File: src/source/link_pkg.sv
`default_nettype none

package link_pkg;

  typedef logic [7:0] byte_t;

  // ESP command opcodes, numbering kept from the full command set
  typedef enum logic [7:0] {
    get_cookie       = 8'd0,
    get_version      = 8'd15,
    set_led          = 8'd26,
    get_config       = 8'd27,
    set_spi_ctrl_reg = 8'd29,
    set_spi_data     = 8'd30,
    get_spi_data     = 8'd31
  } cmd_op_e;

  typedef enum logic [1:0] {
    idle,
    read_bytes
  } parser_state_e;

  localparam int max_params = 3;

  // wide enough to count 0 .. max_params
  typedef logic [$clog2(max_params + 1) - 1:0] param_idx_t;

  // parameter bytes following each opcode
  localparam param_idx_t n_params_get_cookie       = 2'd0;
  localparam param_idx_t n_params_get_version      = 2'd0;
  localparam param_idx_t n_params_set_led          = 2'd1;
  localparam param_idx_t n_params_get_config       = 2'd0;
  localparam param_idx_t n_params_set_spi_ctrl_reg = 2'd1;
  localparam param_idx_t n_params_set_spi_data     = 2'd1;
  localparam param_idx_t n_params_get_spi_data     = 2'd0;

  localparam byte_t cookie = 8'hAF;

  localparam logic [2:0] version_major = 3'd0;
  localparam logic [4:0] version_minor = 5'd3;

  // flash sck timing in clk cycles
  localparam int flash_bit_period  = 16;
  localparam int flash_half_period = flash_bit_period / 2;
  localparam int flash_phase_bits  = $clog2(flash_bit_period);
  localparam int flash_xfer_cycles = 8 * flash_bit_period;
  localparam int flash_cnt_bits    = $clog2(flash_xfer_cycles);

endpackage

`default_nettype wire

File: src/source/flash_xfer_if.sv
`default_nettype none

interface flash_xfer_if;
  import link_pkg::*;

  // four-phase handshake, req/ack both return to zero
  logic  req;
  logic  ack;
  byte_t wdata;
  byte_t rdata;

  modport ctrl (
    output req, wdata,
    input  ack, rdata
  );

  modport master (
    input  req, wdata,
    output ack, rdata
  );

endinterface

`default_nettype wire

File: src/source/flash_spi_master.sv
`default_nettype none

module flash_spi_master (
  input  logic         clk,
  input  logic         cass_out_sel_n,
  flash_xfer_if.master fx,
  input  logic         flash_spi_so,
  output logic         flash_spi_clk,
  output logic         flash_spi_si
);
  import link_pkg::*;

  logic [flash_cnt_bits-1:0]   cnt;
  logic [flash_phase_bits-1:0] phase;
  logic                        run;
  logic                        ack_q;
  logic                        si_q;
  byte_t                       shift_q;

  assign phase = cnt[flash_phase_bits-1:0];

  always_ff @(posedge clk or negedge cass_out_sel_n) begin
    if (!cass_out_sel_n) begin
      run     <= 1'b0;
      cnt     <= '0;
      ack_q   <= 1'b0;
      si_q    <= 1'b0;
      shift_q <= '0;
    end else if (run) begin
      cnt <= cnt + 1'b1;
      // low half start drives the next bit, high half start samples
      if (phase == '0)
        si_q <= shift_q[7];
      else if (phase == flash_phase_bits'(flash_half_period))
        shift_q <= {shift_q[6:0], flash_spi_so};
      if (cnt == flash_cnt_bits'(flash_xfer_cycles - 1)) begin
        run   <= 1'b0;
        ack_q <= 1'b1;
      end
    end else if (ack_q) begin
      // hold ack until the requester lets go
      if (!fx.req)
        ack_q <= 1'b0;
    end else if (fx.req) begin
      run     <= 1'b1;
      cnt     <= '0;
      shift_q <= fx.wdata;
    end
  end

  assign flash_spi_clk = run & phase[flash_phase_bits-1];
  assign flash_spi_si  = si_q;
  assign fx.ack        = ack_q;
  assign fx.rdata      = shift_q;

endmodule

`default_nettype wire

File: src/flat_wrapper.sv
// flat-port wrapper written by rule: the top's interface ports become plain ports
module flash_spi_master_flat import link_pkg::*;
  (clk, cass_out_sel_n, flash_spi_so, flash_spi_clk, flash_spi_si, fx_req, fx_wdata, fx_ack, fx_rdata);
  flash_xfer_if fx_i ();
  input  logic clk;
  input  logic cass_out_sel_n;
  input  logic flash_spi_so;
  output logic flash_spi_clk;
  output logic flash_spi_si;
  input wire logic [$bits(fx_i.req)-1:0] fx_req;
  input wire logic [$bits(fx_i.wdata)-1:0] fx_wdata;
  output wire logic [$bits(fx_i.ack)-1:0] fx_ack;
  output wire logic [$bits(fx_i.rdata)-1:0] fx_rdata;
  assign fx_i.req = fx_req;
  assign fx_i.wdata = fx_wdata;
  assign fx_ack = fx_i.ack;
  assign fx_rdata = fx_i.rdata;
  flash_spi_master u_core (.clk(clk), .cass_out_sel_n(cass_out_sel_n), .fx(fx_i), .flash_spi_so(flash_spi_so), .flash_spi_clk(flash_spi_clk), .flash_spi_si(flash_spi_si));
endmodule
File: config.mk
export PLATFORM = sky130hd
export DESIGN_NAME = flash_spi_master_flat
export DESIGN_NICKNAME = d
export VERILOG_FILES = /design/src/source/link_pkg.sv /design/src/source/flash_xfer_if.sv /design/src/source/flash_spi_master.sv /design/src/flat_wrapper.sv
export SDC_FILE = /design/constraint.sdc
export NUM_CORES = 1
export LEC_CHECK = 0
export BUFFER_PORTS_ARGS = -buffer_cell sky130_fd_sc_hd__buf_2
export CAP_MARGIN = 20
export CORE_ASPECT_RATIO = 1.25
export CORE_MARGIN = 8
export CORE_UTILIZATION = 30
export DETAILED_ROUTE_END_ITERATION = 10
export GPL_ROUTABILITY_DRIVEN = 0
export SLEW_MARGIN = 15
export SYNTH_ARGS = -nofsm -noshare
export SYNTH_HDL_FRONTEND = slang
export SYNTH_SLANG_ARGS = --single-unit
File: constraint.sdc
create_clock -name clk -period 2.3 [get_ports clk]
set_input_delay 0.115 -clock clk [delete_from_list [all_inputs] [get_ports clk]]
set_output_delay 0.115 -clock clk [all_outputs]
set_load 0.02 [all_outputs]
## Word level (Yosys, flattened, before mapping)

Index checks and enable logic that the tools add are counted.

| word-level totals | value |
|---|---|
| register bits | 18 |
| input bits | 12 |
| output and inout port bits | 11 |
| word-level logic and storage cells | 33 |

| operators by class | value |
|---|---|
| add/sub/neg operators | 1 |
| equality and inequality tests | 6 |
| muxes and demuxes | 15 |
| bitwise operators | 1 |
| reductions and logical operators | 5 |

Operators by type and width:

| operator | number |
|---|---|
| two-way mux 8 bit | 5 |
| two-way mux 7 bit | 3 |
| adder 7 x 1 -> 7 bit, second input constant | 1 |
| equality test 7 bit, second input constant | 1 |
| two-way mux 1 bit | 7 |
| != test 2 bit, second input constant | 3 |
| equality test 4 bit, second input constant | 1 |
| logical NOT 4 bit | 1 |
| AND reduction 2 bit | 2 |
| AND reduction 4 bit | 1 |
| != test 2 x 1 -> 1 bit, second input constant | 1 |
| nonzero test 2 bit | 1 |
| AND 1 bit | 1 |

## Depth between registers and ports, before layout

| logic depth | value |
|---|---|
| depth in word-level cells | 4 |
| gate-level depth with buffers | 5 |
| depth with buffers taken out | 5 |

## Worst setup path before layout

OpenSTA, ideal clock, no wires.

| timing | value |
|---|---|
| path kind | register to register |
| start point | register u_core.ack_q (netlist: u_core.fx.ack) |
| end point | register u_core.shift_q[0] (netlist: u_core.fx.rdata[0]) |
| setup time | 125 ps |
| data arrival time | 1313 ps |
| data required time | 2175 ps |
| path slack | 863 ps |
| stages on the path, launching flop included | 4 |
| path buffers | 0 |
| clock period less this slack | 1437 ps |
| cells stage by stage | dfrtp_1 -> nand2b_2 -> o21ai_2 -> mux2_2 |

| between the ends | value |
|---|---|
| cells in the longest elaborated chain, start to end | 2 |

RTL lines:

| what | RTL line | RTL |
|---|---|---|
| start: declaration | flash_spi_master.sv:16 | `logic ack_q;` |
| start signal: assignment | flash_spi_master.sv:26 | `ack_q <= 1'b0;` |
| start signal: assignment | flash_spi_master.sv:38 | `ack_q <= 1'b1;` |
| start signal: assignment | flash_spi_master.sv:43 | `ack_q <= 1'b0;` |
| != test 2 x 1 -> 1 bit (no source line) | -- |  |
| AND reduction 4 bit (no source line) | -- |  |
| end signal: assignment | flash_spi_master.sv:35 | `shift_q <= {shift_q[6:0], flash_spi_so};` |
| end signal: assignment | flash_spi_master.sv:47 | `shift_q <= fx.wdata;` |
| end: declaration | flash_spi_master.sv:18 | `byte_t shift_q;` |

No other way between the ends.
A chain may end at the register's enable or synchronous reset.

## Final worst setup path

| timing | value |
|---|---|
| start point | register u_core.run |
| end point | register u_core.shift_q[7] (netlist: u_core.fx.rdata[7]) |

| between the ends | value |
|---|---|
| cells in the longest elaborated chain, start to end | 2 |
| elaborated cells between the ends (all ways) | 6 |
| those cells by class | 3 x eq/ne; 1 x mux; 2 x reduce/logical |

RTL lines:

| what | RTL line | RTL |
|---|---|---|
| start: declaration | flash_spi_master.sv:15 | `logic run;` |
| start signal: assignment | flash_spi_master.sv:24 | `run <= 1'b0;` |
| start signal: assignment | flash_spi_master.sv:37 | `run <= 1'b0;` |
| start signal: assignment | flash_spi_master.sv:45 | `run <= 1'b1;` |
| != test 2 x 1 -> 1 bit (no source line), or another cell as far along | -- |  |
| AND reduction 4 bit (no source line) | -- |  |

Several ways; a longest one is shown, not always the timed one.

==> flow_metrics.tcl <==
set metrics [dict create \
    pin_count 23 \
    yosysTopAreaCell "dfrtp_1" \
    cts_tree "yes" \
    r2r_setup_slack_ps 730 \
    hold_path.class "in2reg" \
    clk_pin_slew_ps 70 \
    drc 0 \
    post_route_cells_drive_above_1_share 0.4653 \
    rr_worst_depth 3 \
    diodes 0 \
    drt-total-wl_microns 1969 \
    dpl.cell_count 134 \
    worstMarginPinSlew_ps 437.7 \
    gr-usage-all-layers 0.08179 \
    ys_warn_count 0 \
    vias 679 \
    postSynthCellCount 79 \
    cts_root_buf "clkbuf_8" \
    dieArea_sq_mm 0.005303 \
    ctsResizeCount 0 \
    finalSetupViolCount 0 \
    seq_area_sq_um 450.4 \
    p_leak_nw 0.5045 \
    holdPathEnd "u_core.fx.ack" \
    power_uw 594.8 \
    ys_ff_latch 18 \
    clk_latency_ps 250 \
    ant_nets 0 \
    synthToLayoutAreaGrowth_pct 17.88 \
    antenna_found_initial 0 \
    slew_headroom 0.7082 \
    core_sq_mm 0.003137 \
    cp_max_fo 13 \
    crit_path_start_kind "flop" \
    max_freq_ghz 0.6386 \
    rsz0062_at_grt "false" \
    yosysSeqAreaShare 0.4663 \
    grt_pass1_vias 782 \
    maxCapViolCount 0 \
    synth_top_area_frac 0.4663 \
    wl_per_cell_microns 14.27 \
    status "complete, no violations" \
    nNetsFinal 117 \
    start_util 0.3079 \
    synth-async-reset-ratio 1.000 \
    p_per_area_mw_per_mm2 522.4 \
    clock_skew_ps 5.030 \
    grt_max_degree 19 \
    cts.htree.levels 1 \
    hold_start "fx_req" \
    cts.sinks 18 \
    path_class "reg2reg" \
    placed_cell_area_sq_mm 0.001087 \
    synth_nets 93 \
    critical_path_required_ps 2440 \
    vias_per_cell 4.920 \
    slew_violations 0 \
    initialDrtViolationCount 7 \
    layout_commonest_cell "buf_2" \
    portBuffers 22 \
    hpwl_microns 1462 \
    synth_area_sq_um 965.9 \
    cts_buffer_depth 2 \
    synth_edf_count 0 \
    cp-end-kind "flop" \
    fin_area_sq_mm 0.001139 \
    layout_min_cycle_time_ps 1566 \
    nFillCells 322 \
    synth.distinct_cells 26 \
    ir_worst_vdd_v 0.0003104 \
    grt_pass1_wl_microns 3415 \
    min_period_over_period 0.6808 \
    dr.pass1.iters 3 \
    grt-ovfl-total 0 \
    synthTopCellsByArea "dfrtp_1 47%, mux2_2 20%, a22o_1 3.6%, buf_6 3.5%, nand4b_1 2.7%" \
    cp_data_arrival_time_ps 1710 \
    reg2reg_to "u_core.fx.rdata[7]" \
    final_cell_mix "22 x buf_2, 18 x dfrtp_1, 17 x mux2_2" \
    die_h_microns 79.44 \
    hold_depth 3 \
    rows 23 \
    multi_input_area_sq_um 461.7 \
    finalHoldViolCount 0 \
    synth_area_per_cell_sq_um 12.23 \
    setup_tns_ps 0 \
    ys.flop_type "dfrtp_1" \
    final_cell_count_no_fill 138 \
    r2r-start "u_core.run" \
    numCtsBuffers 3 \
    dieWidth_microns 66.75 \
]
-- routing by layer --
| metal | GRT usage | share of wire | up-vias |
|---|---|---|---|
| met1 | 0.09236 | 0.44 | 322 |
| met4 | 0.05139 | 0.019 | 0 |
| met3 | 0.02388 | 0.053 | 4 |
| met2 | 0.1304 | 0.49 | 19 |
| met5 | 0 | 0 | - |
| li1 | - | - | 334 |
-- state kept, by name (all words and copies together) (netlist names) --
signal	cells
u_core.flash_spi_si	1
u_core.fx.ack	1
u_core.cnt	7
u_core.run	1
u_core.fx.rdata	8
-- logic make-up (layout without fill, tap and decap cells) --
kind of cell               count (synthesis)  count (layout)  share of synthesized area
adders and majority gates                  2               2                    0.02590
buffers and inverters                      8              30                    0.05569
AOI/OAI and AO/OA                         14              14                     0.1049
muxes                                     18              18                     0.2085
and+or+nand+nor                           16              16                     0.1114
DFF                                       18              18                     0.4663
xor gates and xnor gates                   3               3                    0.02721
-- final cells by class --
type                    instances  area share
repair buffers                 24      0.1121
multi-input cells              53      0.4055
well taps                      37     0.04066
inverters                       3    0.009890
flip-flops and latches         18      0.3956
clock buffers                   3     0.03626
-- cells in the mapped netlist, types with 2 or more instances --
cell type	instances
o21ai_0	5
mux2_2	17
ha_1	2
nand3_1	5
a22o_1	4
buf_6	3
nand4b_1	3
nand2_1	2
inv_1	2
xor2_1	2
and2_1	2
dfrtp_1	18
-- power breakdown --
part | switching, mW | internal [mW] | total (mW) | leakage (nW)
clock | 0.0995 | 0.116 | 0.216 | 0.0216
combinational | 0.0256 | 0.0237 | 0.0493 | 0.278
sequential | 0.00501 | 0.325 | 0.330 | 0.205
-- worst max-delay path by stage --
stage | start | end | slack [ps] | depth (start not counted)
global placement | u_core.run | u_core.fx.rdata[3] | 770 | 3
finish | u_core.run | u_core.fx.rdata[7] | 730 | 3
CTS | u_core.run | u_core.fx.rdata[7] | 720 | 3
floorplan | u_core.fx.ack | u_core.fx.rdata[0] | 860 | 3
detailed placement | u_core.run | u_core.fx.rdata[7] | 730 | 3
global route | u_core.run | u_core.fx.rdata[3] | 640 | 3
-- repair_timing --
action / 4_1_cts / 5_1_grt
endpoints found under the hold margin: 18 / 0
setup buffers: 0 / 0
hold buffers: 1 / 0
-- worst max-delay path, stage by stage (launching register included) --
cell     delay, ps
dfrtp_1        580
buf_4          260
mux2_2         350
mux2_2         260
-- metrics by stage --
stage / setup WS (ps) / hold slack, ps / util
4_1_cts: 717.6 / 133.8 / 0.3630
6_report: 734.2 / 138.0 / 0.3630
3_3_place_gp: 770.7 / 70.26 / 0.3466
2_1_floorplan: 862.5 / -180.6 / -
5_1_grt: 642.4 / 165.9 / 0.3630
3_5_place_dp: 730.9 / 76.96 / 0.3466
No activity file was read; power rests on OpenSTA's default activity.
