## src/source/link_pkg.sv

```systemverilog
`default_nettype none

package link_pkg;

  typedef logic [7:0] byte_t;

  // ESP command opcodes, numbering kept from the full command set
  typedef enum logic [7:0] {
    get_cookie       = 8'd0,
    get_version      = 8'd15,
    set_led          = 8'd26,
    get_config       = 8'd27,
    set_spi_ctrl_reg = 8'd29,
    set_spi_data     = 8'd30,
    get_spi_data     = 8'd31
  } cmd_op_e;

  typedef enum logic [1:0] {
    idle,
    read_bytes
  } parser_state_e;

  localparam int max_params = 3;

  // wide enough to count 0 .. max_params
  typedef logic [$clog2(max_params + 1) - 1:0] param_idx_t;

  // parameter bytes following each opcode
  localparam param_idx_t n_params_get_cookie       = 2'd0;
  localparam param_idx_t n_params_get_version      = 2'd0;
  localparam param_idx_t n_params_set_led          = 2'd1;
  localparam param_idx_t n_params_get_config       = 2'd0;
  localparam param_idx_t n_params_set_spi_ctrl_reg = 2'd1;
  localparam param_idx_t n_params_set_spi_data     = 2'd1;
  localparam param_idx_t n_params_get_spi_data     = 2'd0;

  localparam byte_t cookie = 8'hAF;

  localparam logic [2:0] version_major = 3'd0;
  localparam logic [4:0] version_minor = 5'd3;

  // flash sck timing in clk cycles
  localparam int flash_bit_period  = 16;
  localparam int flash_half_period = flash_bit_period / 2;
  localparam int flash_phase_bits  = $clog2(flash_bit_period);
  localparam int flash_xfer_cycles = 8 * flash_bit_period;
  localparam int flash_cnt_bits    = $clog2(flash_xfer_cycles);

endpackage

`default_nettype wire

```

## src/source/cmd_if.sv

```systemverilog
`default_nettype none

interface cmd_if;
  import link_pkg::*;

  // one-cycle strobes
  logic    action;
  logic    bad_op;
  // valid while action is high
  cmd_op_e op;
  byte_t   param;

  modport parser (
    output action, op, param, bad_op
  );

  modport regs (
    input action, op, param, bad_op
  );

endinterface

`default_nettype wire

```

## src/source/cmd_parser.sv

```systemverilog
`default_nettype none

module cmd_parser (
  input  logic            clk,
  input  logic            cass_out_sel_n,
  input  link_pkg::byte_t byte_in,
  input  logic            byte_valid,
  cmd_if.parser           cmd
);
  import link_pkg::*;

  parser_state_e state;
  param_idx_t    to_read;
  param_idx_t    op_params;
  logic          op_known;
  logic          action_q;
  logic          bad_op_q;
  cmd_op_e       op_q;
  byte_t         param_q;

  // parameter count lookup for the incoming opcode
  always_comb begin
    op_known  = 1'b1;
    op_params = '0;
    case (byte_in)
      get_cookie:       op_params = n_params_get_cookie;
      get_version:      op_params = n_params_get_version;
      set_led:          op_params = n_params_set_led;
      get_config:       op_params = n_params_get_config;
      set_spi_ctrl_reg: op_params = n_params_set_spi_ctrl_reg;
      set_spi_data:     op_params = n_params_set_spi_data;
      get_spi_data:     op_params = n_params_get_spi_data;
      default:          op_known  = 1'b0;
    endcase
  end

  always_ff @(posedge clk or negedge cass_out_sel_n) begin
    if (!cass_out_sel_n) begin
      state    <= idle;
      to_read  <= '0;
      action_q <= 1'b0;
      bad_op_q <= 1'b0;
    end else begin
      action_q <= 1'b0;
      bad_op_q <= 1'b0;
      if (byte_valid) begin
        case (state)
          idle: begin
            if (!op_known) begin
              bad_op_q <= 1'b1;
            end else if (op_params == '0) begin
              action_q <= 1'b1;
            end else begin
              to_read <= op_params;
              state   <= read_bytes;
            end
          end
          read_bytes: begin
            // strobe on the last parameter byte
            if (to_read == param_idx_t'(1)) begin
              action_q <= 1'b1;
              state    <= idle;
            end else begin
              to_read <= to_read - param_idx_t'(1);
            end
          end
          default: state <= idle;
        endcase
      end
    end
  end

  // opcode and parameter hold registers
  always_ff @(posedge clk) begin
    if (byte_valid) begin
      if (state == idle)
        op_q <= cmd_op_e'(byte_in);
      else
        param_q <= byte_in;
    end
  end

  assign cmd.action = action_q;
  assign cmd.bad_op = bad_op_q;
  assign cmd.op     = op_q;
  assign cmd.param  = param_q;

endmodule

`default_nettype wire

```

## src/flat_wrapper.sv

```systemverilog
// flat-port wrapper written by rule: the top's interface ports become plain ports
module cmd_parser_flat import link_pkg::*;
  (clk, cass_out_sel_n, byte_in, byte_valid, cmd_action, cmd_op, cmd_param, cmd_bad_op);
  cmd_if cmd_i ();
  input  logic clk;
  input  logic cass_out_sel_n;
  input  link_pkg::byte_t byte_in;
  input  logic byte_valid;
  output wire logic [$bits(cmd_i.action)-1:0] cmd_action;
  output wire logic [$bits(cmd_i.op)-1:0] cmd_op;
  output wire logic [$bits(cmd_i.param)-1:0] cmd_param;
  output wire logic [$bits(cmd_i.bad_op)-1:0] cmd_bad_op;
  assign cmd_action = cmd_i.action;
  assign cmd_op = cmd_i.op;
  assign cmd_param = cmd_i.param;
  assign cmd_bad_op = cmd_i.bad_op;
  cmd_parser u_core (.clk(clk), .cass_out_sel_n(cass_out_sel_n), .byte_in(byte_in), .byte_valid(byte_valid), .cmd(cmd_i));
endmodule
```

## config.mk

```make
export PLATFORM = sky130hd
export DESIGN_NAME = cmd_parser_flat
export DESIGN_NICKNAME = d
export VERILOG_FILES = /design/src/source/link_pkg.sv /design/src/source/cmd_if.sv /design/src/source/cmd_parser.sv /design/src/flat_wrapper.sv
export SDC_FILE = /design/constraint.sdc
export NUM_CORES = 1
export LEC_CHECK = 0
export ABC_AREA = 1
export CAP_MARGIN = 5
export CORE_MARGIN = 3
export CORE_UTILIZATION = 30
export CTS_CLUSTER_SIZE = 20
export DETAILED_ROUTE_END_ITERATION = 7
export DONT_BUFFER_PORTS = 1
export PLACE_DENSITY_LB_ADDON = 0.2
export RECOVER_POWER = 100
export SETUP_SLACK_MARGIN = 0.02
export SLEW_MARGIN = 30
export SYNTH_ARGS = -nofsm -noshare
export SYNTH_HDL_FRONTEND = slang
export SYNTH_SLANG_ARGS = --single-unit
```

## constraint.sdc

```tcl
create_clock -name clk -period 1.9 [get_ports clk]
set_input_delay 0.19 -clock clk [delete_from_list [all_inputs] [get_ports clk]]
set_output_delay 0.19 -clock clk [all_outputs]
set_load 0.01 [all_outputs]
```

---- Word level (Yosys, flattened, before mapping) ----
Cells that the tools add are included.
storage, ports and cells
  bits in registers ....................... 22
  input port bits ......................... 11
cells by class
  $add $sub $neg .......................... 1
  equal/unequal tests ..................... 12
  mux-type cells .......................... 18
  bitwise operators ....................... 1
  reduce and logical (&&, ||, !) cells .... 10
operator list
  cell                                              count
  == test 8 x 5 -> 1 bit, second input constant     5
  2-to-1 mux 2 bit                                  6
  2-to-1 mux 1 bit                                  9
  == test 8 x 4 -> 1 bit, second input constant     1
  logical NOT 8 bit                                 1
  one-hot mux 2 bit (2 select lines)                2
  OR reduction 7 bit                                1
  AND reduction 5 bit                               1
  == test 2 x 1 -> 1 bit, second input constant     2
  logical NOT 2 bit                                 2
  != test 2 x 1 -> 1 bit, second input constant     2
  != test 2 bit, second input constant              2
  AND reduction 2 bit                               2
  AND reduction 4 bit                               1
  OR reduction 3 bit                                1
  one-hot mux 1 bit (2 select lines)                1
  nonzero test 2 bit                                1
  subtractor 2 x 1 -> 2 bit, second input constant  1
  inverter 1 bit                                    1

---- Longest topological paths before layout ----
  word-level depth ........................ 8
  mapped depth ............................ 11
  gate-level depth less buffers ........... 11

---- Worst setup path before layout ----
OpenSTA, ideal clock, no wires.
  path kind ............................... register to register
  from .................................... register u_core.state[0]
  to ...................................... register u_core.op_q[0] (netlist: u_core.cmd.op[0]), enable pin
  library setup time ...................... 374 ps
  arrival time ............................ 904 ps
  data required time ...................... 1526 ps
  slack ................................... 622 ps
  stages on the path, launching flop included .. 3
  period minus slack after synthesis ...... 1278 ps
  cell sequence ........................... dfrtp_1 -> buf_4 -> nor2_1
between the ends
  word-level cells in the longest chain between the ends .. 2
RTL lines
  what                                  line              source
  from (decl)                           cmd_parser.sv:12  parser_state_e state;
  from (signal assigned)                cmd_parser.sv:39  state <= idle;
  from (signal assigned)                cmd_parser.sv:55  state <= read_bytes;
  from (signal assigned)                cmd_parser.sv:62  state <= idle;
  logical NOT 2 bit                     cmd_parser.sv:76  if (state == idle)
  AND reduction 2 bit (no source line)  --
  to (signal assigned)                  cmd_parser.sv:77  op_q <= cmd_op_e'(byte_in);
  to (decl)                             cmd_parser.sv:18  cmd_op_e op_q;
Every way passes these cells.
A chain may end at the register's enable or synchronous reset.

---- Worst setup path in the final report ----
  from .................................... register u_core.state[0]
  to ...................................... register u_core.op_q[4] (netlist: u_core.cmd.op[4]), enable pin
Same word-level chain as after synthesis.

==> summary.md <==
| Metric | Value |
|---|---|
| Largest net degree at the start of global routing | `12` |
| Area contributors post-synth | `edfxtp_1, dfrtp_1, nand2_1, inv_1, nand3_2` |
| Cts repair resizes | `0` |
| CTS Hold Buffers Added | `9` |
| Synth Area in Adders | `1.425%` |
| Initial DRT Pass Iterations | `4` |
| Max Cap Viol | `0` |
| Minimum clock period | `between 1 and 1.5 ns` |
| Via/cell ratio | `4.555` |
| Routed WL per cell | `12.79 microns` |
| Post-synthesis xor/xnor area fraction | `0%` |
| Final period util | `73.42%` |
| First-pass GRT wire length | `2442 microns` |
| Yosys top cell by area | `edfxtp_1` |
| Syn Inst Count | `76` |
| Detailed-placement wirelength estimate | `approximately 1100 microns` |
| Tot Pwr | `a little under 0.8 mW` |
| Chip width | `60.11 microns` |
| Worst rel slew slack | `between 70% and 80%` |
| Area of the core | `2635 sq um` |
| Final WS setup | `between 0.5 and 0.6 ns` |
| CTS tree | `built` |
| GRT overflow | `0` |
| Unique cell type count in the Yosys netlist | `18` |
| Slowest cell on crit path | `dfrtp_1` |
| Most common cell in the netlist | `nand2_1` |
| CTS buffer count | `3` |
| Post CTS Setup Buffer Count | `0` |
| Synth Area in Compound Gates | `2.137%` |
| Pwr Density | `765.9 nW/um^2` |
| DRC errors left | `0` |
| Port Buffer Count | `0` |
| Cell area after synthesis | `around 900 sq um` |
| Yosys top cell area share | `54.70%` |
| Crit path DAT | `about 1.4 ns` |
| CTS Root Cell | `clkbuf_4` |
| Final nets | `102` |
| Fill cell count | `245` |
| DR vias | `542` |
| Initial Util | `33.33%` |
| Largest stage delay, worst path | `~0.46 ns` |
| Share of post-route cells with drive strength above 1 | `19.10%` |
| Number of core rows | `18` |
| Critical Path End Type | `flop` |
| Fin. Hold Viols | `0` |
| All-Layer GR Usage | `9.639%` |
| Worst vdd ir | `0.4258 mV` |
| Clk pin slew, worst setup/hold paths | `0.10 ns` |
| Synth Flop Type | `edfxtp_1` |
| Max Clock Skew | `between 0.0015 and 0.002 ns` |
| Static Leak | `0.4373 nW` |
| Post-route insts no fill | `119` |
| CP Cell Sequence | `nor2_1, clkbuf_1` |
| Critical setup path kind | `reg -> reg` |
| Later-pin clock latency in the skew report | `0.29 ns` |
| Number of global-route vias before repair | `521` |
| Sequential fraction of the synthesis area | `68.95%` |
| Peak Freq | `0.7168 GHz` |
| Post-layout util | `between 30% and 40%` |
| Starting DRT DRC Count | `28` |
| Post-Synth Simple-Gate Area | `21.08%` |
| Yosys reg bits | `21` |
| Post-synthesis mux area share | `0%` |
| Hold WS | `about 0.083 ns` |
| RePlAce Congestion | `0.6882` |
| # setup viols final | `0` |
| H-tree depth | `1` |
| Data required time of the worst path | `between 1.5 and 2 ns` |
| Commonest cells post-synth | `nand2_1, edfxtp_1, inv_1` |
| Layout overhead on the synthesized area | `16.67%` |
| Diodes inserted | `0` |
| DIE AREA | `approximately 3600 sq um` |
| Combinational family with the most area after synthesis | `simple AND/OR/NAND/NOR gates` |
| Mapped Nets | `88` |
| DP Worst Slack | `about 0.60 ns` |
| Asr flop ratio synth | `23.81%` |
| RSZ-0062 raised after global routing | `no` |
| Worst Tran Pin Value | `roughly 0.36 ns` |
| Fin Setup TNS | `0 ns` |
| Die H | `around 60 microns` |
| Clock Sinks | `21` |
| Clock Path Buffers | `2` |
| Placed cells | `106` |
| Routed WL | `roughly 1500 microns` |
| Nature of the critical path startpoint | `flop` |
| Initial antenna violation count | `0` |
| Status | `finished, final reports clean` |
| I/O pin cnt | `29` |
| Final instance area | `1025 sq um` |
| Syn_area_per_cell | `11.56 sq um` |
| EDFF count, synth | `16` |
| Post-placement cell area | `915.9 sq um` |
| Antenna viol nets, final | `0` |
| Warnings from Yosys | `0` |
| Worst hold path type | `in -> reg` |
| Final Max Tran Viols | `0` |
| Crit Path Max Fanout | `8` |
[registers in the layout, summed over array words and instances (netlist names)]
register,count
u_core.cmd.op,8
u_core.cmd.param,8
u_core.to_read,2
u_core.cmd.action,1
u_core.cmd.bad_op,1
u_core.state,1
[path summary, 6_finish.rpt]
path	from	end	slack [ns]	cells after the start
max	u_core.state[0]$_DFFE_PN0P_	u_core.cmd.op[4]$_DFFE_PP_	0.50	2
min	byte_valid	u_core.cmd.bad_op$_DFF_PN0_	0.08	2
max reg2reg	u_core.state[0]$_DFFE_PN0P_	u_core.cmd.op[4]$_DFFE_PP_	0.50	2
min reg2reg	u_core.to_read[1]$_DFFE_PN0P_	u_core.to_read[1]$_DFFE_PN0P_	0.48	2
max in group asynchronous	cass_out_sel_n	u_core.cmd.bad_op$_DFF_PN0_	1.52	1
min in group asynchronous	cass_out_sel_n	u_core.to_read[0]$_DFFE_PN0P_	0.18	1
[report_power, final]
| part | switching (mW) | total (mW) | internal [mW] |
|---|---|---|---|
| Clock | 0.121 | 0.203 | 0.0816 |
| Combinational | 0.0301 | 0.0552 | 0.0251 |
| Sequential | 0.0139 | 0.527 | 0.513 |
| Total | 0.165 | 0.785 | 0.620 |
[worst max-delay path: cells and delay by family (launching register included)]
kind          cells  cell delay [ns]
flops             1             0.46
buf+inv           1             0.29
simple gates      1             0.34
[kinds of logic (layout without fill, tap and decap cells)]
logic type	after synthesis	in the layout
AO/OA/AOI/OAI	3	3
adder cells (fa/ha/maj)	1	1
AND/OR/NAND/NOR	37	37
buffers and inverters	14	27
flip-flops	21	21
[layout by cell type (no fill, tap or decap)]
cell	count
inv_1	9
edfxtp_1	16
ha_1	1
nor3_1	1
clkbuf_1	2
inv_2	4
nand3_2	3
nand3_1	3
nand2_1	17
or2_1	1
a21oi_1	2
dfrtp_1	5
nor2_2	4
dlygate4sd3_1	9
clkbuf_4	3
nand4_1	1
nand2_2	3
o21ai_0	1
nor2_1	4
[per-layer routing]
metal,vias up,share of wire (%),global-route usage [%]
met2,21,49,15.43
met5,-,0,0
met4,0,2.2,5.696
li1,272,-,-
met3,5,5.5,3.024
met1,244,43,11.19
[area by class of cell]
| class | instances | area (sq um) | area share, % |
|---|---|---|---|
| repair buffers | 10 | 93.84 | 9.158 |
| well taps | 30 | 37.54 | 3.663 |
| inverters | 13 | 48.80 | 4.762 |
| multi-input cells | 41 | 212.7 | 20.76 |
| flip-flops and latches | 21 | 605.6 | 59.10 |
| clock buffers | 4 | 26.28 | 2.564 |
Power figures use the tool's default switching activity.
