$ cat src/source/link_pkg.sv
`default_nettype none

package link_pkg;

  typedef logic [7:0] byte_t;

  // ESP command opcodes, numbering kept from the full command set
  typedef enum logic [7:0] {
    get_cookie       = 8'd0,
    get_version      = 8'd15,
    set_led          = 8'd26,
    get_config       = 8'd27,
    set_spi_ctrl_reg = 8'd29,
    set_spi_data     = 8'd30,
    get_spi_data     = 8'd31
  } cmd_op_e;

  typedef enum logic [1:0] {
    idle,
    read_bytes
  } parser_state_e;

  localparam int max_params = 3;

  // wide enough to count 0 .. max_params
  typedef logic [$clog2(max_params + 1) - 1:0] param_idx_t;

  // parameter bytes following each opcode
  localparam param_idx_t n_params_get_cookie       = 2'd0;
  localparam param_idx_t n_params_get_version      = 2'd0;
  localparam param_idx_t n_params_set_led          = 2'd1;
  localparam param_idx_t n_params_get_config       = 2'd0;
  localparam param_idx_t n_params_set_spi_ctrl_reg = 2'd1;
  localparam param_idx_t n_params_set_spi_data     = 2'd1;
  localparam param_idx_t n_params_get_spi_data     = 2'd0;

  localparam byte_t cookie = 8'hAF;

  localparam logic [2:0] version_major = 3'd0;
  localparam logic [4:0] version_minor = 5'd3;

  // flash sck timing in clk cycles
  localparam int flash_bit_period  = 16;
  localparam int flash_half_period = flash_bit_period / 2;
  localparam int flash_phase_bits  = $clog2(flash_bit_period);
  localparam int flash_xfer_cycles = 8 * flash_bit_period;
  localparam int flash_cnt_bits    = $clog2(flash_xfer_cycles);

endpackage

`default_nettype wire

$ cat src/source/cmd_if.sv
`default_nettype none

interface cmd_if;
  import link_pkg::*;

  // one-cycle strobes
  logic    action;
  logic    bad_op;
  // valid while action is high
  cmd_op_e op;
  byte_t   param;

  modport parser (
    output action, op, param, bad_op
  );

  modport regs (
    input action, op, param, bad_op
  );

endinterface

`default_nettype wire

$ cat src/source/flash_xfer_if.sv
`default_nettype none

interface flash_xfer_if;
  import link_pkg::*;

  // four-phase handshake, req/ack both return to zero
  logic  req;
  logic  ack;
  byte_t wdata;
  byte_t rdata;

  modport ctrl (
    output req, wdata,
    input  ack, rdata
  );

  modport master (
    input  req, wdata,
    output ack, rdata
  );

endinterface

`default_nettype wire

$ cat src/source/ctrl_regs.sv
`default_nettype none

module ctrl_regs (
  input  logic            clk,
  input  logic            cass_out_sel_n,
  input  logic [3:0]      conf,
  cmd_if.regs             cmd,
  flash_xfer_if.ctrl      fx,
  output link_pkg::byte_t resp_byte,
  output logic [3:0]      led,
  output logic            led_red,
  output logic            led_green,
  output logic            led_blue,
  output logic            flash_spi_cs_n
);
  import link_pkg::*;

  // bit 7 selects the flash
  byte_t spi_ctrl;
  byte_t resp_q;
  byte_t wdata_q;
  byte_t rdata_q;
  logic  req_q;
  logic  err_q;
  logic  busy;

  assign busy = fx.req | fx.ack;

  always_ff @(posedge clk or negedge cass_out_sel_n) begin
    if (!cass_out_sel_n) begin
      led_red   <= 1'b0;
      led_green <= 1'b0;
      led_blue  <= 1'b0;
      spi_ctrl  <= '0;
      resp_q    <= '0;
      err_q     <= 1'b0;
    end else begin
      if (cmd.action) begin
        case (cmd.op)
          set_led: begin
            led_red   <= cmd.param[0];
            led_green <= cmd.param[1];
            led_blue  <= cmd.param[2];
          end
          set_spi_ctrl_reg: spi_ctrl <= cmd.param;
          get_cookie:       resp_q   <= cookie;
          get_version:      resp_q   <= {version_major, version_minor};
          get_config:       resp_q   <= {4'b0000, ~conf};
          get_spi_data:     resp_q   <= rdata_q;
          default: ;
        endcase
      end
      // sticky until reset
      if (cmd.bad_op)
        err_q <= 1'b1;
    end
  end

  // flash transfer request, dropped when a transfer is still running
  always_ff @(posedge clk or negedge cass_out_sel_n) begin
    if (!cass_out_sel_n) begin
      req_q <= 1'b0;
    end else if (req_q && fx.ack) begin
      req_q <= 1'b0;
    end else if (cmd.action && cmd.op == set_spi_data && !busy) begin
      req_q <= 1'b1;
    end
  end

  always_ff @(posedge clk) begin
    if (cmd.action && cmd.op == set_spi_data && !busy)
      wdata_q <= cmd.param;
    if (req_q && fx.ack)
      rdata_q <= fx.rdata;
  end

  assign fx.req         = req_q;
  assign fx.wdata       = wdata_q;
  assign resp_byte      = resp_q;
  assign flash_spi_cs_n = ~spi_ctrl[7];
  assign led            = {err_q, 2'b00, busy};

endmodule

`default_nettype wire

$ cat src/flat_wrapper.sv
// flat-port wrapper written by rule: the top's interface ports become plain ports
module ctrl_regs_flat import link_pkg::*;
  (clk, cass_out_sel_n, conf, resp_byte, led, led_red, led_green, led_blue, flash_spi_cs_n, cmd_action, cmd_op, cmd_param, cmd_bad_op, fx_req, fx_wdata, fx_ack, fx_rdata);
  cmd_if cmd_i ();
  flash_xfer_if fx_i ();
  input  logic clk;
  input  logic cass_out_sel_n;
  input  logic [3:0] conf;
  output link_pkg::byte_t resp_byte;
  output logic [3:0] led;
  output logic led_red;
  output logic led_green;
  output logic led_blue;
  output logic flash_spi_cs_n;
  input wire logic [$bits(cmd_i.action)-1:0] cmd_action;
  input wire logic [$bits(cmd_i.op)-1:0] cmd_op;
  input wire logic [$bits(cmd_i.param)-1:0] cmd_param;
  input wire logic [$bits(cmd_i.bad_op)-1:0] cmd_bad_op;
  output wire logic [$bits(fx_i.req)-1:0] fx_req;
  output wire logic [$bits(fx_i.wdata)-1:0] fx_wdata;
  input wire logic [$bits(fx_i.ack)-1:0] fx_ack;
  input wire logic [$bits(fx_i.rdata)-1:0] fx_rdata;
  assign cmd_i.action = cmd_action;
  assign cmd_i.op = cmd_op;
  assign cmd_i.param = cmd_param;
  assign cmd_i.bad_op = cmd_bad_op;
  assign fx_req = fx_i.req;
  assign fx_wdata = fx_i.wdata;
  assign fx_i.ack = fx_ack;
  assign fx_i.rdata = fx_rdata;
  ctrl_regs u_core (.clk(clk), .cass_out_sel_n(cass_out_sel_n), .conf(conf), .cmd(cmd_i), .fx(fx_i), .resp_byte(resp_byte), .led(led), .led_red(led_red), .led_green(led_green), .led_blue(led_blue), .flash_spi_cs_n(flash_spi_cs_n));
endmodule
$ cat config.mk
export PLATFORM = sky130hd
export DESIGN_NAME = ctrl_regs_flat
export DESIGN_NICKNAME = d
export VERILOG_FILES = /design/src/source/link_pkg.sv /design/src/source/cmd_if.sv /design/src/source/flash_xfer_if.sv /design/src/source/ctrl_regs.sv /design/src/flat_wrapper.sv
export SDC_FILE = /design/constraint.sdc
export NUM_CORES = 1
export LEC_CHECK = 0
export ABC_AREA = 1
export ABC_CLOCK_PERIOD_IN_PS = 1800
export BUFFER_PORTS_ARGS = -buffer_cell sky130_fd_sc_hd__buf_2
export CAP_MARGIN = 20
export CORE_MARGIN = 2
export CORE_UTILIZATION = 46
export DETAILED_ROUTE_END_ITERATION = 10
export PLACE_DENSITY = 0.75
export SLEW_MARGIN = 20
export SYNTH_ARGS = -nofsm -noshare
export SYNTH_HDL_FRONTEND = slang
export SYNTH_SLANG_ARGS = --single-unit
$ cat constraint.sdc
create_clock -name clk -period 1.8 [get_ports clk]
set_input_delay 0.09 -clock clk [delete_from_list [all_inputs] [get_ports clk]]
set_output_delay 0.09 -clock clk [all_outputs]
set_load 0.03 [all_outputs]
After elaboration in Yosys (flattened, before gate mapping)

Cells that the tools add are included.

Flip-flop bits (word level): 37
Logic and storage cells: 31
Input port bits: 33

Eq/ne operators: 6
Bitwise logic cells: 3
Reductions and logical operators: 10
Mux-type cells: 3

Operators with widths:

| operator                                       | number |
|---|---|
| == test 8 x 5 -> 1 bit (second input constant) | 5 |
| case mux 8 bit (4 select lines)                | 1 |
| == test 8 x 4 -> 1 bit (second input constant) | 1 |
| logical NOT 8 bit                              | 1 |
| AND reduction 2 bit                            | 3 |
| NOT 4 bit                                      | 1 |
| nonzero test 4 bit                             | 1 |
| logical AND 1 bit                              | 3 |
| 2-to-1 mux 1 bit                               | 2 |
| nonzero test 2 bit                             | 1 |
| logical NOT 1 bit                              | 1 |
| NOT 1 bit                                      | 1 |
| bitwise OR 1 bit                               | 1 |

Logic depth before layout (Yosys ltp)

Word-level depth: 5
Gate-level depth with buffers: 9
Depth with buffers taken out: 9

Worst setup path after synthesis

No wires, ideal clock.

Path kind: reg-to-reg
Start point: register u_core.req_q (netlist: u_core.fx.req)
End point: register u_core.wdata_q[0] (netlist: u_core.fx.wdata[0]) (enable)
Arrival: 1096 ps
Buffers on the path: 0
Setup time: 370 ps
Stages on the path, launching flop included: 4
Slack: 334 ps
Cells stage by stage: dfrtp_1 > inv_1 > nand3_1 > nor2_1

Longest elaborated chain between the ends: 3

RTL lines:

| what                   | RTL line        | text |
|---|---|---|
| from (decl)            | ctrl_regs.sv:23 | `logic req_q;` |
| from (signal assigned) | ctrl_regs.sv:62 | `req_q <= 1'b0;` |
| from (signal assigned) | ctrl_regs.sv:64 | `req_q <= 1'b0;` |
| from (signal assigned) | ctrl_regs.sv:66 | `req_q <= 1'b1;` |
| bitwise OR 1 bit       | ctrl_regs.sv:27 | `assign busy = fx.req \| fx.ack;` |
| logical NOT 1 bit      | ctrl_regs.sv:71 | `if (cmd.action && cmd.op == set_spi_data && !busy)` |
| logical AND 1 bit      | ctrl_regs.sv:71 |  |
| to (signal assigned)   | ctrl_regs.sv:72 | `wdata_q <= cmd.param;` |
| to (decl)              | ctrl_regs.sv:21 | `byte_t wdata_q;` |

Every way passes these cells.
A chain may end at the register's enable or synchronous reset.

Worst setup path in the final report

Start point: register u_core.req_q (netlist: u_core.fx.req)
End point: register u_core.wdata_q[1] (netlist: u_core.fx.wdata[1]) (enable)

The elaborated chain is that of the path after synthesis.

==> impl_results.html <==
<table>
<tr><th>Metric</th><th>Value</th></tr>
<tr><th colspan="2">Global routing</th></tr>
<tr><td>Total global-route track usage</td><td>18.85%</td></tr>
<tr><td>Antenna violations before repair</td><td>0</td></tr>
<tr><td>Global-route wire length before repair</td><td>~4700 um</td></tr>
<tr><td>Via count of the first global-routing pass</td><td>approximately 1200</td></tr>
<tr><td>Total congestion overflow</td><td>0</td></tr>
<tr><td>Largest net degree at the start of global routing</td><td>15</td></tr>
<tr><th colspan="2">Cells and area</th></tr>
<tr><td>Number of nets in the layout</td><td>about 250</td></tr>
<tr><td>Share of final-layout standard cells stronger than drive strength 1</td><td>33.64%</td></tr>
<tr><td>Most frequent cells in the layout</td><td>buf_2 (55), nand2_1 (42), dlygate4sd3_1 (19), inv_1 (17), edfxtp_1 (16)</td></tr>
<tr><td>Number of diodes</td><td>0</td></tr>
<tr><td>Most common cell after layout, fill and taps aside</td><td>buf_2</td></tr>
<tr><td>Relative area change from synthesis to final layout</td><td>38.89%</td></tr>
<tr><td>Cell area after layout</td><td>roughly 1900 um2</td></tr>
<tr><td>Filler Cells Inserted</td><td>around 230</td></tr>
<tr><th colspan="2">Worst setup path</th></tr>
<tr><td>Kind of critical path</td><td>reg2reg</td></tr>
<tr><td>Crit path from</td><td>u_core.fx.req$_DFFE_PN0P_</td></tr>
<tr><td>Logic depth of the worst register-to-register path</td><td>4</td></tr>
<tr><td>Required time reported for the critical path endpoint</td><td>between 1500 and 2000 ps</td></tr>
<tr><td>Type of origin of the critical path</td><td>flop</td></tr>
<tr><td>Origin of the critical flop-to-flop path</td><td>u_core.fx.req$_DFFE_PN0P_</td></tr>
<tr><td>Crit path arrival time</td><td>roughly 1200 ps</td></tr>
<tr><td>Capturing element type of the critical path</td><td>flop</td></tr>
<tr><td>Largest driver fanout on the critical path</td><td>8</td></tr>
<tr><th colspan="2">Power</th></tr>
<tr><td>Power per cell area</td><td>around 750 nW/um2</td></tr>
<tr><td>Maximum resistive drop on vdd</td><td>0.0006836 V</td></tr>
<tr><td>Leakage power</td><td>0.9497 nW</td></tr>
<tr><th colspan="2">Logic synthesis</th></tr>
<tr><td>Sequential element share of the synthesized area</td><td>between 60 and 70%</td></tr>
<tr><td>Share of Yosys cell area claimed by the top area cell type</td><td>between 30% and 40%</td></tr>
<tr><td>Cell types occupying the most area after synthesis</td><td>edfxtp_1 (35%), dfrtp_1 (26%), nand2_1 (12%)</td></tr>
<tr><td>Top cell type by total area after synthesis</td><td>edfxtp_1</td></tr>
<tr><td>Mean area per synthesized cell</td><td>approximately 9.6 um2</td></tr>
<tr><td>Total of flip-flops plus latches after synthesis</td><td>30</td></tr>
<tr><td>Synth unique cells</td><td>21</td></tr>
<tr><td>Mapped Cells</td><td>roughly 140</td></tr>
<tr><td>Post-synthesis instance area</td><td>~1400 um2</td></tr>
<tr><td>Count of synthesis-stage warnings from yosys</td><td>0</td></tr>
<tr><th colspan="2">Run status</th></tr>
<tr><td>Outcome</td><td>complete, no violations</td></tr>
<tr><th colspan="2">STA</th></tr>
<tr><td>TNS Setup</td><td>0 ps</td></tr>
<tr><td>Final Hold Violating Endpoints</td><td>0</td></tr>
<tr><td>Count of endpoints failing setup in the final report</td><td>0</td></tr>
<tr><td>Highest Clock Rate</td><td>around 860 MHz</td></tr>
<tr><td>RSZ-0062 raised after global routing</td><td>false</td></tr>
<tr><td>Clock skew</td><td>around 3.4 ps</td></tr>
<tr><td>Number of max-slew violations in the final report</td><td>0</td></tr>
<tr><td>Final cycle utilization of the critical path</td><td>approximately two thirds</td></tr>
<tr><td>Minimum period implied by the final worst setup slack</td><td>1165 ps</td></tr>
<tr><th colspan="2">Route</th></tr>
<tr><td>Vias after detailed routing</td><td>roughly 1200</td></tr>
<tr><td>Violation count after the first detailed-route iteration</td><td>24</td></tr>
<tr><td>ANT nets after route</td><td>0</td></tr>
<tr><td>Total wirelength of the detailed-routed design</td><td>2773 um</td></tr>
<tr><td>Via density per instance</td><td>around 4.7</td></tr>
<tr><td>Count of TritonRoute iterations in the first routing pass</td><td>4</td></tr>
<tr><td>Remaining DRCs</td><td>0</td></tr>
<tr><td>Routed wire per std cell</td><td>about 11 um</td></tr>
<tr><th colspan="2">Clock tree</th></tr>
<tr><td>Clock-pin slew on the worst setup and hold paths</td><td>90 ps</td></tr>
<tr><td>Number of H-tree levels</td><td>2</td></tr>
<tr><td>Skew-Pair Late Insertion Delay</td><td>roughly 320 ps</td></tr>
<tr><td>Clock tree root buffer cell</td><td>clkbuf_4</td></tr>
<tr><td>Total clock buffers created by CTS</td><td>5</td></tr>
<tr><td>Number of buffers between clock root and the deepest sink</td><td>2</td></tr>
<tr><td>CTS tree</td><td>done</td></tr>
<tr><td>Clock sink count</td><td>30</td></tr>
<tr><th colspan="2">Die</th></tr>
<tr><td># IOs</td><td>58</td></tr>
<tr><td>Number of rows in the core area</td><td>19</td></tr>
<tr><td>Core Region</td><td>2781 um2</td></tr>
<tr><td>Height of the die</td><td>between 50 and 60 um</td></tr>
<tr><td>Floorplan die width</td><td>roughly 58 um</td></tr>
<tr><td>Effective utilization at floorplan</td><td>between 40% and 50%</td></tr>
<tr><td>Total Die Area</td><td>~3400 um2</td></tr>
<tr><th colspan="2">Hold path</th></tr>
<tr><td>Hold Path Class</td><td>in2reg</td></tr>
<tr><td>Hold path start</td><td>cmd_action</td></tr>
<tr><td>Hold-critical path depth</td><td>3</td></tr>
<tr><th colspan="2">Placed design</th></tr>
<tr><td>Number of buffer cells added on primary ports</td><td>55</td></tr>
<tr><td>Final HPWL from detailed placement</td><td>around 2100 um</td></tr>
<tr><td>RD Place Congestion</td><td>0.7489</td></tr>
<tr><td>Cell area reported after detailed placement</td><td>about 1600 um2</td></tr>
<tr><th colspan="2">Job</th></tr>
<tr><td>Number of max-cap violations</td><td>0</td></tr>
</table>
## timing repair
item / 4_1_cts / 5_1_grt
hold buffers: 19 / 0
resized for setup: 0 / 0
setup buffers: 0 / 0
hold endpoints to repair: 32 / 0
## registers in the layout, indices dropped and copies added, names as in the netlist
| register | count |
|---|---|
| u_core.led_red | 1 |
| u_core.resp_byte | 8 |
| u_core.rdata_q | 8 |
| u_core.led_blue | 1 |
| u_core.err_q | 1 |
| u_core.spi_ctrl | 1 |
| u_core.led_green | 1 |
| u_core.fx.wdata | 8 |
| u_core.fx.req | 1 |
## cell type report
cell class	count	area, um2	area share [%]
repair buffers	75	473.0	25.08
flip-flops and latches	30	830.8	44.06
clock buffers	6	41.29	2.190
clock inverters	2	8.758	0.4645
multi-input cells	89	425.4	22.56
well taps	31	38.79	2.057
inverters	18	67.56	3.583
## metal layers
layer	global-route usage [%]	vias up	share of wire (%)
met3	7.912	7	9.4
met2	32.26	53	49
met5	0	-	0
met4	6.977	0	1.6
met1	20.88	522	40
li1	-	602	-
## per-stage QoR
stage                      power, W  std cells  hold WS, ps  worst slack (ps)  util, %
final                      0.001418        251        86.27             635.5    67.79
after global routing       0.001509        251        74.65             527.5    67.79
after CTS                  0.001440        251        78.28             626.6    67.79
after detailed placement   0.001046        224       -7.526             579.6    59.15
after global placement     0.001039        224       -11.38             613.7    59.15
after floorplan           0.0009489        142       -205.6             333.6        -
## kinds of logic (layout without fill, tap and decap cells)
| kind of cell | after synthesis | count (layout) | synth area share [%] |
|---|---|---|---|
| compound gates | 8 | 8 | 3.226 |
| buf+inv | 23 | 101 | 7.742 |
| flops | 30 | 30 | 61.20 |
| other cells | 1 | 2 | 0.2762 |
| simple gates | 79 | 79 | 27.56 |
## critical path, stage by stage (launching register included)
cell and delay (ps):
dfrtp_1 410, inv_1 90, nand3_1 100, nor2_1 110, buf_4 170
## path summary, 6_finish.rpt
path / end / slack [ps]
max in group asynchronous: u_core.spi_ctrl[7]$_DFFE_PN0P_ / 1390
worst max-delay path: u_core.fx.wdata[1]$_DFFE_PP_ / 640
min in group asynchronous: u_core.resp_byte[6]$_DFFE_PN0P_ / 180
worst min register to register: u_core.resp_byte[6]$_DFFE_PN0P_ / 470
worst max register to register: u_core.fx.wdata[1]$_DFFE_PP_ / 640
worst min-delay path: u_core.resp_byte[6]$_DFFE_PN0P_ / 90
## power by group
part           internal (W)  switching [W]  leakage [nW]
registers          0.000763      0.0000203         0.321
clock network      0.000146       0.000212        0.0297
logic              0.000104       0.000173         0.599
## Yosys cell counts (all sizes together)
cell    instances
buf             5
nand3b          2
o22ai           1
a21oi           2
dfrtp          14
clkinv          1
nor2           13
a21o            1
o21ai           4
or2             1
nand2          48
inv            17
conb            1
nand4           2
edfxtp         16
nand3          13
No activity file was read; power rests on OpenSTA's default activity.
